## config.mk

```make
export PLATFORM = sky130hd
export DESIGN_NAME = pipelined_processor
export DESIGN_NICKNAME = d
export VERILOG_FILES = /design/src/source/cpu_pkg.sv /design/src/source/pipe_if.sv /design/src/source/alu_stage.sv /design/src/source/decode_stage.sv /design/src/source/fetch_stage.sv /design/src/source/memory_stage.sv /design/src/source/pipelined_processor.sv
export SDC_FILE = /design/constraint.sdc
export NUM_CORES = 2
export LEC_CHECK = 0
export ABC_AREA = 1
export BUFFER_PORTS_ARGS = -buffer_cell sky130_fd_sc_hd__buf_2
export CAP_MARGIN = 25
export CELL_PAD_IN_SITES_DETAIL_PLACEMENT = 0
export CELL_PAD_IN_SITES_GLOBAL_PLACEMENT = 1
export CORE_ASPECT_RATIO = 1.1
export CORE_MARGIN = 3
export CORE_UTILIZATION = 46
export DETAILED_ROUTE_END_ITERATION = 16
export PLACE_DENSITY = 0.85
export SLEW_MARGIN = 10
export SYNTH_ARGS = -nofsm -noshare
export SYNTH_HDL_FRONTEND = slang
export SYNTH_HIERARCHICAL = 1
export SYNTH_SLANG_ARGS = --single-unit
```

## constraint.sdc

```tcl
create_clock -name clk -period 3 [get_ports clk]
set_clock_uncertainty 0.2 [all_clocks]
set_input_delay 0.45 -clock clk [delete_from_list [all_inputs] [get_ports clk]]
set_output_delay 0.45 -clock clk [all_outputs]
set_load 0.05 [all_outputs]
```

## src/source/cpu_pkg.sv

```systemverilog
package cpu_pkg;

    // one data or instruction word
    typedef logic [15:0] word_t;

    // one of the eight general registers
    typedef logic [2:0] reg_addr_t;

    // codes 14 and 15 are not assigned and decode as a no-op
    typedef enum logic [3:0] {
        op_add  = 4'd0,
        op_sub  = 4'd1,
        op_and  = 4'd2,
        op_or   = 4'd3,
        op_xor  = 4'd4,
        op_shl  = 4'd5,
        op_shr  = 4'd6,
        op_ldi  = 4'd7,
        op_ld   = 4'd8,
        op_st   = 4'd9,
        op_jmp  = 4'd10,
        op_jz   = 4'd11,
        op_halt = 4'd12,
        op_nop  = 4'd13
    } opcode_e;

    typedef enum logic {
        fetch_running = 1'b0,
        fetch_halted  = 1'b1
    } fetch_state_e;

    // instruction field positions
    localparam int opcode_msb = 15;
    localparam int opcode_lsb = 12;
    localparam int rd_msb     = 11;
    localparam int rd_lsb     = 9;
    localparam int rs_msb     = 8;
    localparam int rs_lsb     = 6;
    localparam int rt_msb     = 5;
    localparam int rt_lsb     = 3;
    // the 6-bit offset and the jump target share the low bits
    localparam int offset_msb = 5;
    localparam int offset_lsb = 0;
    localparam int imm_msb    = 8;
    localparam int imm_lsb    = 0;

endpackage

```

## src/source/pipe_if.sv

```systemverilog
`timescale 1ns/1ns

// decoded instruction with its operands, from decode to the ALU
interface exec_if
    import cpu_pkg::*;
();
    logic      valid;
    opcode_e   op;
    word_t     operand_a;
    word_t     operand_b;
    word_t     store_data;
    reg_addr_t rd;
    logic      writes_reg;

    modport source (output valid, op, operand_a, operand_b, store_data, rd, writes_reg);
    modport sink   (input  valid, op, operand_a, operand_b, store_data, rd, writes_reg);
endinterface

// ALU result on its way to the data memory and writeback
interface mem_if
    import cpu_pkg::*;
();
    logic      valid;
    opcode_e   op;
    word_t     result;
    word_t     store_data;
    reg_addr_t rd;
    logic      writes_reg;

    modport source (output valid, op, result, store_data, rd, writes_reg);
    modport sink   (input  valid, op, result, store_data, rd, writes_reg);
endinterface

```

## src/source/alu_stage.sv

```systemverilog
`timescale 1ns/1ns

module alu_stage
    import cpu_pkg::*;
(
    input  logic  clk,
    input  logic  reset,
    exec_if.sink  in,
    mem_if.source out,
    output logic  jump_taken,
    output word_t jump_target
);

    word_t result;

    always_comb begin
        case (in.op)
            op_add: begin
                result = in.operand_a + in.operand_b;
            end
            op_sub: begin
                result = in.operand_a - in.operand_b;
            end
            op_and: begin
                result = in.operand_a & in.operand_b;
            end
            op_or: begin
                result = in.operand_a | in.operand_b;
            end
            op_xor: begin
                result = in.operand_a ^ in.operand_b;
            end
            op_shl: begin
                result = in.operand_a << 1;
            end
            op_shr: begin
                result = in.operand_a >> 1;
            end
            op_ldi: begin
                result = in.operand_b;
            end
            op_ld, op_st: begin
                // base register plus offset gives the data address
                result = in.operand_a + in.operand_b;
            end
            default: begin
                result = '0;
            end
        endcase
    end

    // jz tests its register in operand_a, both jumps take the target from operand_b
    assign jump_taken  = in.valid &&
                         (in.op == op_jmp || (in.op == op_jz && in.operand_a == '0));
    assign jump_target = in.operand_b;

    always_ff @(posedge clk) begin
        if (reset) begin
            out.valid <= 1'b0;
        end else begin
            out.valid <= in.valid;
        end
    end

    always_ff @(posedge clk) begin
        out.op         <= in.op;
        out.result     <= result;
        out.store_data <= in.store_data;
        out.rd         <= in.rd;
        out.writes_reg <= in.writes_reg;
    end

    // a taken jump comes from a valid instruction and decode squashes the next one
    a_jump_squash: assert property (
        @(posedge clk) disable iff (reset) jump_taken |-> in.valid ##1 !in.valid
    );

endmodule

```

## src/source/decode_stage.sv

```systemverilog
`timescale 1ns/1ns

module decode_stage
    import cpu_pkg::*;
(
    input  logic      clk,
    input  logic      reset,
    input  word_t     instr,
    input  logic      instr_valid,
    input  logic      jump_taken,
    input  logic      wb_valid,
    input  reg_addr_t wb_reg,
    input  word_t     wb_data,
    exec_if.source    out
);

    word_t     regs [8];

    opcode_e   op;
    reg_addr_t rd;
    reg_addr_t rs;
    reg_addr_t rt;
    reg_addr_t rb_addr;
    word_t     ra_value;
    word_t     rb_value;
    word_t     imm_value;
    word_t     offset_value;
    word_t     operand_b;
    logic      writes_reg;

    assign op = opcode_e'(instr[opcode_msb:opcode_lsb]);
    assign rd = instr[rd_msb:rd_lsb];
    assign rs = instr[rs_msb:rs_lsb];
    assign rt = instr[rt_msb:rt_lsb];

    // sign-extended immediate for ldi, zero-extended offset or target otherwise
    assign imm_value    = word_t'(signed'(instr[imm_msb:imm_lsb]));
    assign offset_value = word_t'(instr[offset_msb:offset_lsb]);

    // stores send the rd register out as data on the second read port
    assign rb_addr = (op == op_st) ? rd : rt;

    // write-through, so a read of the register being written sees wb_data
    always_comb begin
        ra_value = regs[rs];
        rb_value = regs[rb_addr];
        if (wb_valid && wb_reg == rs) begin
            ra_value = wb_data;
        end
        if (wb_valid && wb_reg == rb_addr) begin
            rb_value = wb_data;
        end
    end

    always_comb begin
        operand_b  = rb_value;
        writes_reg = 1'b0;
        case (op)
            op_add, op_sub, op_and, op_or, op_xor, op_shl, op_shr: begin
                writes_reg = 1'b1;
            end
            op_ldi: begin
                operand_b  = imm_value;
                writes_reg = 1'b1;
            end
            op_ld: begin
                operand_b  = offset_value;
                writes_reg = 1'b1;
            end
            op_st, op_jmp, op_jz: begin
                operand_b = offset_value;
            end
            op_halt, op_nop: begin
                operand_b = '0;
            end
            default: begin
                operand_b = '0;
            end
        endcase
    end

    // register 0 is an ordinary register
    always_ff @(posedge clk) begin
        if (reset) begin
            for (int i = 0; i < 8; i++) begin
                regs[i] <= '0;
            end
        end else if (wb_valid) begin
            regs[wb_reg] <= wb_data;
        end
    end

    always_ff @(posedge clk) begin
        if (reset) begin
            out.valid <= 1'b0;
        end else begin
            // a jump in the ALU squashes the instruction held here
            out.valid <= instr_valid && !jump_taken;
        end
    end

    always_ff @(posedge clk) begin
        out.op         <= op;
        out.operand_a  <= ra_value;
        out.operand_b  <= operand_b;
        out.store_data <= rb_value;
        out.rd         <= rd;
        out.writes_reg <= writes_reg;
    end

endmodule

```

## src/source/fetch_stage.sv

```systemverilog
`timescale 1ns/1ns

module fetch_stage
    import cpu_pkg::*;
#(
    parameter int imem_depth = 64
) (
    input  logic  clk,
    input  logic  reset,
    input  logic  load_enable,
    input  word_t load_addr,
    input  word_t load_data,
    input  logic  jump_taken,
    input  word_t jump_target,
    output word_t instr,
    output logic  instr_valid,
    output logic  fetching_halt
);

    // addresses wrap at the depth, which is a power of two
    localparam int imem_aw = $clog2(imem_depth);

    word_t              imem [imem_depth];
    logic [imem_aw-1:0] pc;
    fetch_state_e       state;
    word_t              fetch_word;
    logic               fetch_is_halt;

    assign fetch_word    = imem[pc];
    assign fetch_is_halt = fetch_word[opcode_msb:opcode_lsb] == op_halt;
    assign fetching_halt = state == fetch_halted;

    // the load port writes whenever it is enabled, also while the core runs
    always_ff @(posedge clk) begin
        if (load_enable) begin
            imem[load_addr[imem_aw-1:0]] <= load_data;
        end
    end

    always_ff @(posedge clk) begin
        if (reset) begin
            pc          <= '0;
            state       <= fetch_running;
            instr_valid <= 1'b0;
        end else if (jump_taken) begin
            // a halt fetched behind the jump is squashed, so fetch resumes
            pc          <= jump_target[imem_aw-1:0];
            state       <= fetch_running;
            instr_valid <= 1'b0;
        end else if (state == fetch_running) begin
            pc          <= pc + imem_aw'(1);
            instr_valid <= 1'b1;
            if (fetch_is_halt) begin
                state <= fetch_halted;
            end
        end else begin
            instr_valid <= 1'b0;
        end
    end

    always_ff @(posedge clk) begin
        if (state == fetch_running) begin
            instr <= fetch_word;
        end
    end

    a_instr_valid_known: assert property (
        @(posedge clk) disable iff (reset) !$isunknown(instr_valid)
    );

endmodule

```

## src/source/memory_stage.sv

```systemverilog
`timescale 1ns/1ns

module memory_stage
    import cpu_pkg::*;
#(
    parameter int dmem_depth = 64
) (
    input  logic      clk,
    input  logic      reset,
    mem_if.sink       in,
    output logic      wb_valid,
    output reg_addr_t wb_reg,
    output word_t     wb_data,
    output logic      halted
);

    localparam int dmem_aw = $clog2(dmem_depth);

    word_t              dmem [dmem_depth];
    logic [dmem_aw-1:0] addr;
    word_t              load_data;

    // the address wraps at the memory depth
    assign addr      = in.result[dmem_aw-1:0];
    assign load_data = dmem[addr];

    always_ff @(posedge clk) begin
        if (in.valid && in.op == op_st) begin
            dmem[addr] <= in.store_data;
        end
    end

    always_ff @(posedge clk) begin
        if (reset) begin
            wb_valid <= 1'b0;
            halted   <= 1'b0;
        end else begin
            wb_valid <= in.valid && in.writes_reg;
            // halted stays up until the next reset
            if (in.valid && in.op == op_halt) begin
                halted <= 1'b1;
            end
        end
    end

    always_ff @(posedge clk) begin
        wb_reg  <= in.rd;
        wb_data <= (in.op == op_ld) ? load_data : in.result;
    end

    // only ALU operations, ldi and ld may reach the register file
    a_wb_from_writer: assert property (
        @(posedge clk) disable iff (reset)
        wb_valid |-> $past(in.op) inside {op_add, op_sub, op_and, op_or, op_xor,
                                          op_shl, op_shr, op_ldi, op_ld}
    );

endmodule

```

## src/source/pipelined_processor.sv

```systemverilog
`timescale 1ns/1ns

module pipelined_processor
    import cpu_pkg::*;
#(
    parameter int imem_depth = 64,
    parameter int dmem_depth = 64
) (
    input  logic      clk,
    input  logic      reset,
    input  logic      load_enable,
    input  word_t     load_addr,
    input  word_t     load_data,
    output logic      wb_valid,
    output reg_addr_t wb_reg,
    output word_t     wb_data,
    output logic      halted
);

    word_t instr;
    logic  instr_valid;
    logic  fetching_halt;
    logic  jump_taken;
    word_t jump_target;

    exec_if exec_bus ();
    mem_if  mem_bus ();

    fetch_stage #(
        .imem_depth (imem_depth)
    ) fetch0 (
        .clk           (clk),
        .reset         (reset),
        .load_enable   (load_enable),
        .load_addr     (load_addr),
        .load_data     (load_data),
        .jump_taken    (jump_taken),
        .jump_target   (jump_target),
        .instr         (instr),
        .instr_valid   (instr_valid),
        .fetching_halt (fetching_halt)
    );

    // the writeback bus feeds the register file and the top-level ports alike
    decode_stage decode0 (
        .clk         (clk),
        .reset       (reset),
        .instr       (instr),
        .instr_valid (instr_valid),
        .jump_taken  (jump_taken),
        .wb_valid    (wb_valid),
        .wb_reg      (wb_reg),
        .wb_data     (wb_data),
        .out         (exec_bus.source)
    );

    alu_stage alu0 (
        .clk         (clk),
        .reset       (reset),
        .in          (exec_bus.sink),
        .out         (mem_bus.source),
        .jump_taken  (jump_taken),
        .jump_target (jump_target)
    );

    memory_stage #(
        .dmem_depth (dmem_depth)
    ) memory0 (
        .clk      (clk),
        .reset    (reset),
        .in       (mem_bus.sink),
        .wb_valid (wb_valid),
        .wb_reg   (wb_reg),
        .wb_data  (wb_data),
        .halted   (halted)
    );

endmodule

```

=== After elaboration in Yosys (flattened, before gate mapping) ===
Memory sizes are Yosys's and may differ from the RTL's. A register that Yosys moved wholly into a read port is not among the register bits.
Cells that the tools add are included.

* RAM bits: 2176
* Memories: 3
* Register bits after elaboration: 143
* Input bits: 35
* Bits in read-only memories: 0
* Word-level logic and storage cells: 105
* Bits in latches: 0

* Muxes and demuxes: 27
* Add/sub/neg operators: 3
* Equality and inequality tests: 29
* Div/mod/pow operators: 0
* Reduce and logical (&&, ||, !) cells: 19
* Bitwise logic cells: 3
* Multiply operators: 0
* Shifts and indexed selects: 0
* Magnitude comparators: 0

{| class="wikitable"
|+ Memory list
! name !! depth !! bits a word !! read ports !! clocked after Yosys merged registers in !! write ports !! RTL line !! text
|-
| fetch0.imem || 64 || 16 || 1 || 1 || 1 || fetch_stage.sv:23 || <nowiki>word_t imem [imem_depth];</nowiki>
|-
| memory0.dmem || 64 || 16 || 1 || 1 || 1 || memory_stage.sv:19 || <nowiki>word_t dmem [dmem_depth];</nowiki>
|-
| decode0.regs || 8 || 16 || 2 || 1 || 8 || decode_stage.sv:17 || <nowiki>word_t regs [8];</nowiki>
|}

{| class="wikitable"
|+ Operators by type and width
! operator !! count
|-
| $pmux 16 s8 || 1
|-
| $mux 16 || 4
|-
| $eq 4x4->1 const B || 12
|-
| $pmux 16 s3 || 1
|-
| $eq 4x3->1 const B || 8
|-
| $mux 6 || 4
|-
| $add 16x16->16 || 1
|-
| $and 16x16->16 || 1
|-
| $eq 4x2->1 const B || 4
|-
| $logic_not 16->1 || 1
|-
| $or 16x16->16 || 1
|-
| $reduce_or 16->1 || 1
|-
| $sub 16x16->16 || 1
|-
| $xor 16x16->16 || 1
|-
| $mux 1 || 14
|-
| $mux 3 || 3
|-
| $reduce_or 9->1 || 1
|-
| $eq 4x1->1 const B || 2
|-
| $logic_and 1x1->1 || 8
|-
| $logic_not 4->1 || 2
|-
| $reduce_or 7->1 || 1
|-
| $add 6x1->6 const B || 1
|-
| $eq 3x3->1 || 2
|-
| $reduce_or 4->1 || 1
|-
| other kinds (5) || 5
|}

=== Longest topological paths before layout ===
* Word-level depth: 7
* Gate-level depth with buffers: 22
* Depth with buffers taken out: 22

=== Modules after synthesis ===
Netlist, hierarchy kept.

{| class="wikitable"
|+ Modules (own cells, without submodules)
! module !! cells each !! times used !! area an instance (um2)
|-
| memory_stage || 4315 || 1 || 43845.8
|-
| fetch_stage || 3213 || 1 || 41688.7
|-
| decode_stage || 1070 || 1 || 9011.1
|-
| alu_stage || 518 || 1 || 3514.6
|}

=== Worst setup path after synthesis ===
OpenSTA, ideal clock, no wires.

* Path kind: input-to-reg
* From: input port load_enable
* To: memory fetch0/imem[48][0] (netlist bit), enable pin
* Data arrival time: 2574 ps
* Required time: 2369 ps
* Slack: -204 ps
* Stages on the path: 3
* Path through: clkbuf_1 -> nand4_1 -> nor4_1

* Word-level cells in the longest chain between the ends: 2

{| class="wikitable"
|+ RTL lines
! what !! RTL line !! text
|-
| from (decl) || pipelined_processor.sv:11 || <nowiki>input logic load_enable,</nowiki>
|-
| $mux 1 || fetch_stage.sv:35 || <nowiki>if (load_enable) begin</nowiki>
|-
| $mux 1 (implied by the code) || fetch_stage.sv:36 || <nowiki>imem[load_addr[imem_aw-1:0]] <= load_data;</nowiki>
|-
| to (decl) || fetch_stage.sv:23 ||
|}

No other way between the ends.

==> key figures <==
Die
  – Die Area: 0.2186 mm2
  – Chip width: 446.1 um
  – Number of rows created at floorplan: 177
  – Height of the die: 490.1 um
  – Boundary Pins: 56
  – Core Area: 0.2117 mm2
  – Starting density of the core: 0.4628

Placed design
  – Worst slack, placed: 0.1864 ns
  – Total placed cells including tap cells: 11.84k
  – Count of input and output buffers: 45
  – Placement Cell Area: 0.1036 mm2
  – Weighted congestion at the end of routability-driven global placement: 0.9526
  – Half-perimeter wire length after placement: 163.4 mm

Clock network
  – CTS Root Cell: sky130_fd_sc_hd__clkbuf_16
  – Latest clock arrival within the worst-skew pair: 0.88 ns
  – Clock transition at the registers of the reported paths: 0.06 ns
  – Max H-tree Level: 4
  – Setup bufs post-CTS: 0
  – Maximum count of clock buffers along a single path: 3
  – CTS Buf Count: 221
  – CTS tree: done
  – CTS Sinks: 2325

Cells and area
  – Nets: 9391
  – Count of placed standard cells in the final layout, fillers left out: 12.27k
  – Final std cell area, no fill: 0.1111 mm2
  – Layout cells sized above 1: 0.09480
  – Number of filler cells placed in the layout: 17.83k
  – Layout Area Growth over Synthesis: 13.39%

Global route
  – Wire length of the first global-routing pass: 398.3 mm
  – GRT Total Usage: 0.2402
  – Congestion Overflow GR: 0
  – Number of antenna violations at the first check in global routing: 8
  – Number of global-route vias before repair: 64.89k
  – Pin count of the biggest net entering global routing: 101

Hold path
  – WHS Endpoint: fetch0/imem[48][2]
  – Number of cells on the worst hold path: 2
  – Type of the worst min-delay path: in -> reg
  – Startpoint of the lowest-slack hold path: load_data[2]

Pwr
  – Int Pwr: 63790 uW
  – Part of the power in registers: 0.402
  – Pwr dens: 915.8 mW/mm2
  – Clock Power Share: 0.272
  – Share of total power in combinational logic: 0.326
  – Total leakage power: 0.04254 uW
  – Peak ir drop on the vdd network: 584.6 uV
  – Reported net switching power: 37950 uW
  – Proportion of total power due to net switching: 0.3730

Routing
  – Number of vias per cell after detailed routing: 5.544
  – Drt first pass iters: 8
  – Count of nets left with antenna violations after detail routing: 0
  – Initial DRC count: 7542
  – Total number of vias: 68.03k
  – Number of DRC violations after detailed routing: 0
  – Final routed wirelength across all metal layers: 268.9 mm
  – Wire per inst: 21.91 um

Critical path
  – Kind of start point of the critical path: flip-flop
  – CP Class: reg -> reg
  – Sort of element at the end of the critical path: flip-flop
  – Slack of the worst reg-to-reg path: 0.10 ns
  – CP max stage delay: 0.56 ns
  – Cell-by-cell trace of the critical path: buf_4, buf_12, o21ai_0, o22ai_1, o21ai_1, o221ai_1, nand3_1, nand2_1
  – Crit Path Max Fanout: 75
  – Slowest cell on the critical path: sky130_fd_sc_hd__o221ai_1
  – R2R Path End: fetch0/instr[9]
  – Path depth of the worst reg2reg path: 8
  – Worst EP arrival: 3.41 ns
  – Crit path required time: 3.52 ns

Yosys
  – Combined area of all synthesized cells: 0.09799 mm2
  – Number of standard cells after synthesis: 9106
  – Mean instance size in the synthesized netlist: 10.76 um2
  – Syn nets: 9194
  – Count of warnings emitted by yosys: 6

STA
  – Sum Neg Setup Slack: 0 ns
  – Period minus WS final: 2.897 ns
  – Final setup margin: 0.1029 ns
  – Hold Vio Cnt, Final: 0
  – Setup Viol. Count Final: 0
  – Achievable frequency: 345.2 MHz
  – Final number of max-transition violations: 0
  – Relative slew margins: 0.2882
  – Slew at the pin with the worst max-slew slack: 1.068 ns
  – Setup repair after global routing missed its margin: no
  – Worst slack on hold paths: 0.06220 ns
  – Portion of the clock cycle consumed by the worst path in the final layout: 0.9657

Flow run
  – Count of maximum capacitance violations: 0

Status
  – Outcome: finished clean
## cell usage in the layout (no fill, tap or decap), types with 6 or more instances in the layout
master,count
sky130_fd_sc_hd__a21oi_1,127
sky130_fd_sc_hd__buf_12,92
sky130_fd_sc_hd__buf_2,45
sky130_fd_sc_hd__buf_4,334
sky130_fd_sc_hd__bufinv_16,16
sky130_fd_sc_hd__clkbuf_1,60
sky130_fd_sc_hd__clkbuf_16,225
sky130_fd_sc_hd__clkbuf_8,9
sky130_fd_sc_hd__clkinv_1,60
sky130_fd_sc_hd__clkinv_16,12
sky130_fd_sc_hd__clkinv_2,40
sky130_fd_sc_hd__dfxtp_1,109
sky130_fd_sc_hd__dfxtp_2,18
sky130_fd_sc_hd__dfxtp_4,6
sky130_fd_sc_hd__dlygate4sd3_1,14
sky130_fd_sc_hd__edfxtp_1,2192
sky130_fd_sc_hd__ha_1,49
sky130_fd_sc_hd__inv_1,251
sky130_fd_sc_hd__inv_2,14
sky130_fd_sc_hd__nand2_1,3455
sky130_fd_sc_hd__nand2_2,16
sky130_fd_sc_hd__nand3_1,447
sky130_fd_sc_hd__nand3b_1,39
sky130_fd_sc_hd__nand4_1,16
sky130_fd_sc_hd__nor2_1,819
sky130_fd_sc_hd__nor2_2,8
sky130_fd_sc_hd__nor3_1,10
sky130_fd_sc_hd__nor4_1,6
sky130_fd_sc_hd__nor4_2,9
sky130_fd_sc_hd__o211ai_1,48
sky130_fd_sc_hd__o21ai_0,560
sky130_fd_sc_hd__o21ai_1,62
sky130_fd_sc_hd__o21bai_1,9
sky130_fd_sc_hd__o221ai_1,21
sky130_fd_sc_hd__o22ai_1,208
sky130_fd_sc_hd__or2_2,15
sky130_fd_sc_hd__xor2_1,15
## power groups by stage
stage | Sequential, uW | Clock [uW] | Combinational [uW]
floorplan | 41600 | 0 | 19300
finish | 40900 | 27700 | 33200
global placement | 41500 | 0 | 32000
detailed placement | 41500 | 0 | 32600
CTS | 40900 | 28000 | 32800
global route | 41000 | 29300 | 36300
## stage by stage
step,utilization,power [uW]
CTS,0.5244,101700
global placement,0.4894,73510
finish,0.5248,101700
global route,0.5247,106600
floorplan,-,60850
detailed placement,0.4894,74150
## what timing repair did
action	4_1_cts	5_1_grt
endpoints found under the setup margin	0	4
gates resized for setup	0	14
endpoints found under the hold margin	523	0
hold buffers	14	0
## area by class of cell
class / instances / area (um2) / share of cell area
antenna: 4 / 10.01 / 0.00009009
clock buffer: 294 / 5979 / 0.05382
clock inverter: 120 / 1285 / 0.01157
inverter: 292 / 1142 / 0.01028
multi-input combinational: 5978 / 25970 / 0.2337
sequential: 2325 / 68530 / 0.6168
tap: 2774 / 3471 / 0.03124
timing repair buffer: 485 / 4715 / 0.04243
## worst max path at each step
stage / endpoint / slack [ns] / cells after the start
after global routing: alu0/out.result[15] / 0.006 / 20
after detailed placement: alu0/out.result[13] / 0.19 / 17
after CTS: alu0/out.result[13] / 0.16 / 17
after global placement: alu0/out.result[15] / 0.1 / 17
final: fetch0/instr[9] / 0.10 / 8
after floorplan: fetch0/imem[48][0] / -0.20 / 3
## worst max-delay path: cells and delay by family (launching register included)
kind	cells	cell delay [ns]
AO/OA/AOI/OAI	4	1.10
buffers and inverters	2	0.49
AND/OR/NAND/NOR	2	0.48
flip-flops	1	0.43
## routing by layer
metal	vias up	GRT usage	wire length, um
met3	579	0.04170	23760
li1	31410	-	-
met5	-	0	31
met4	6	0.1004	11480
met1	33030	0.3177	104800
met2	3009	0.3925	128900
Power figures use the tool's default switching activity.
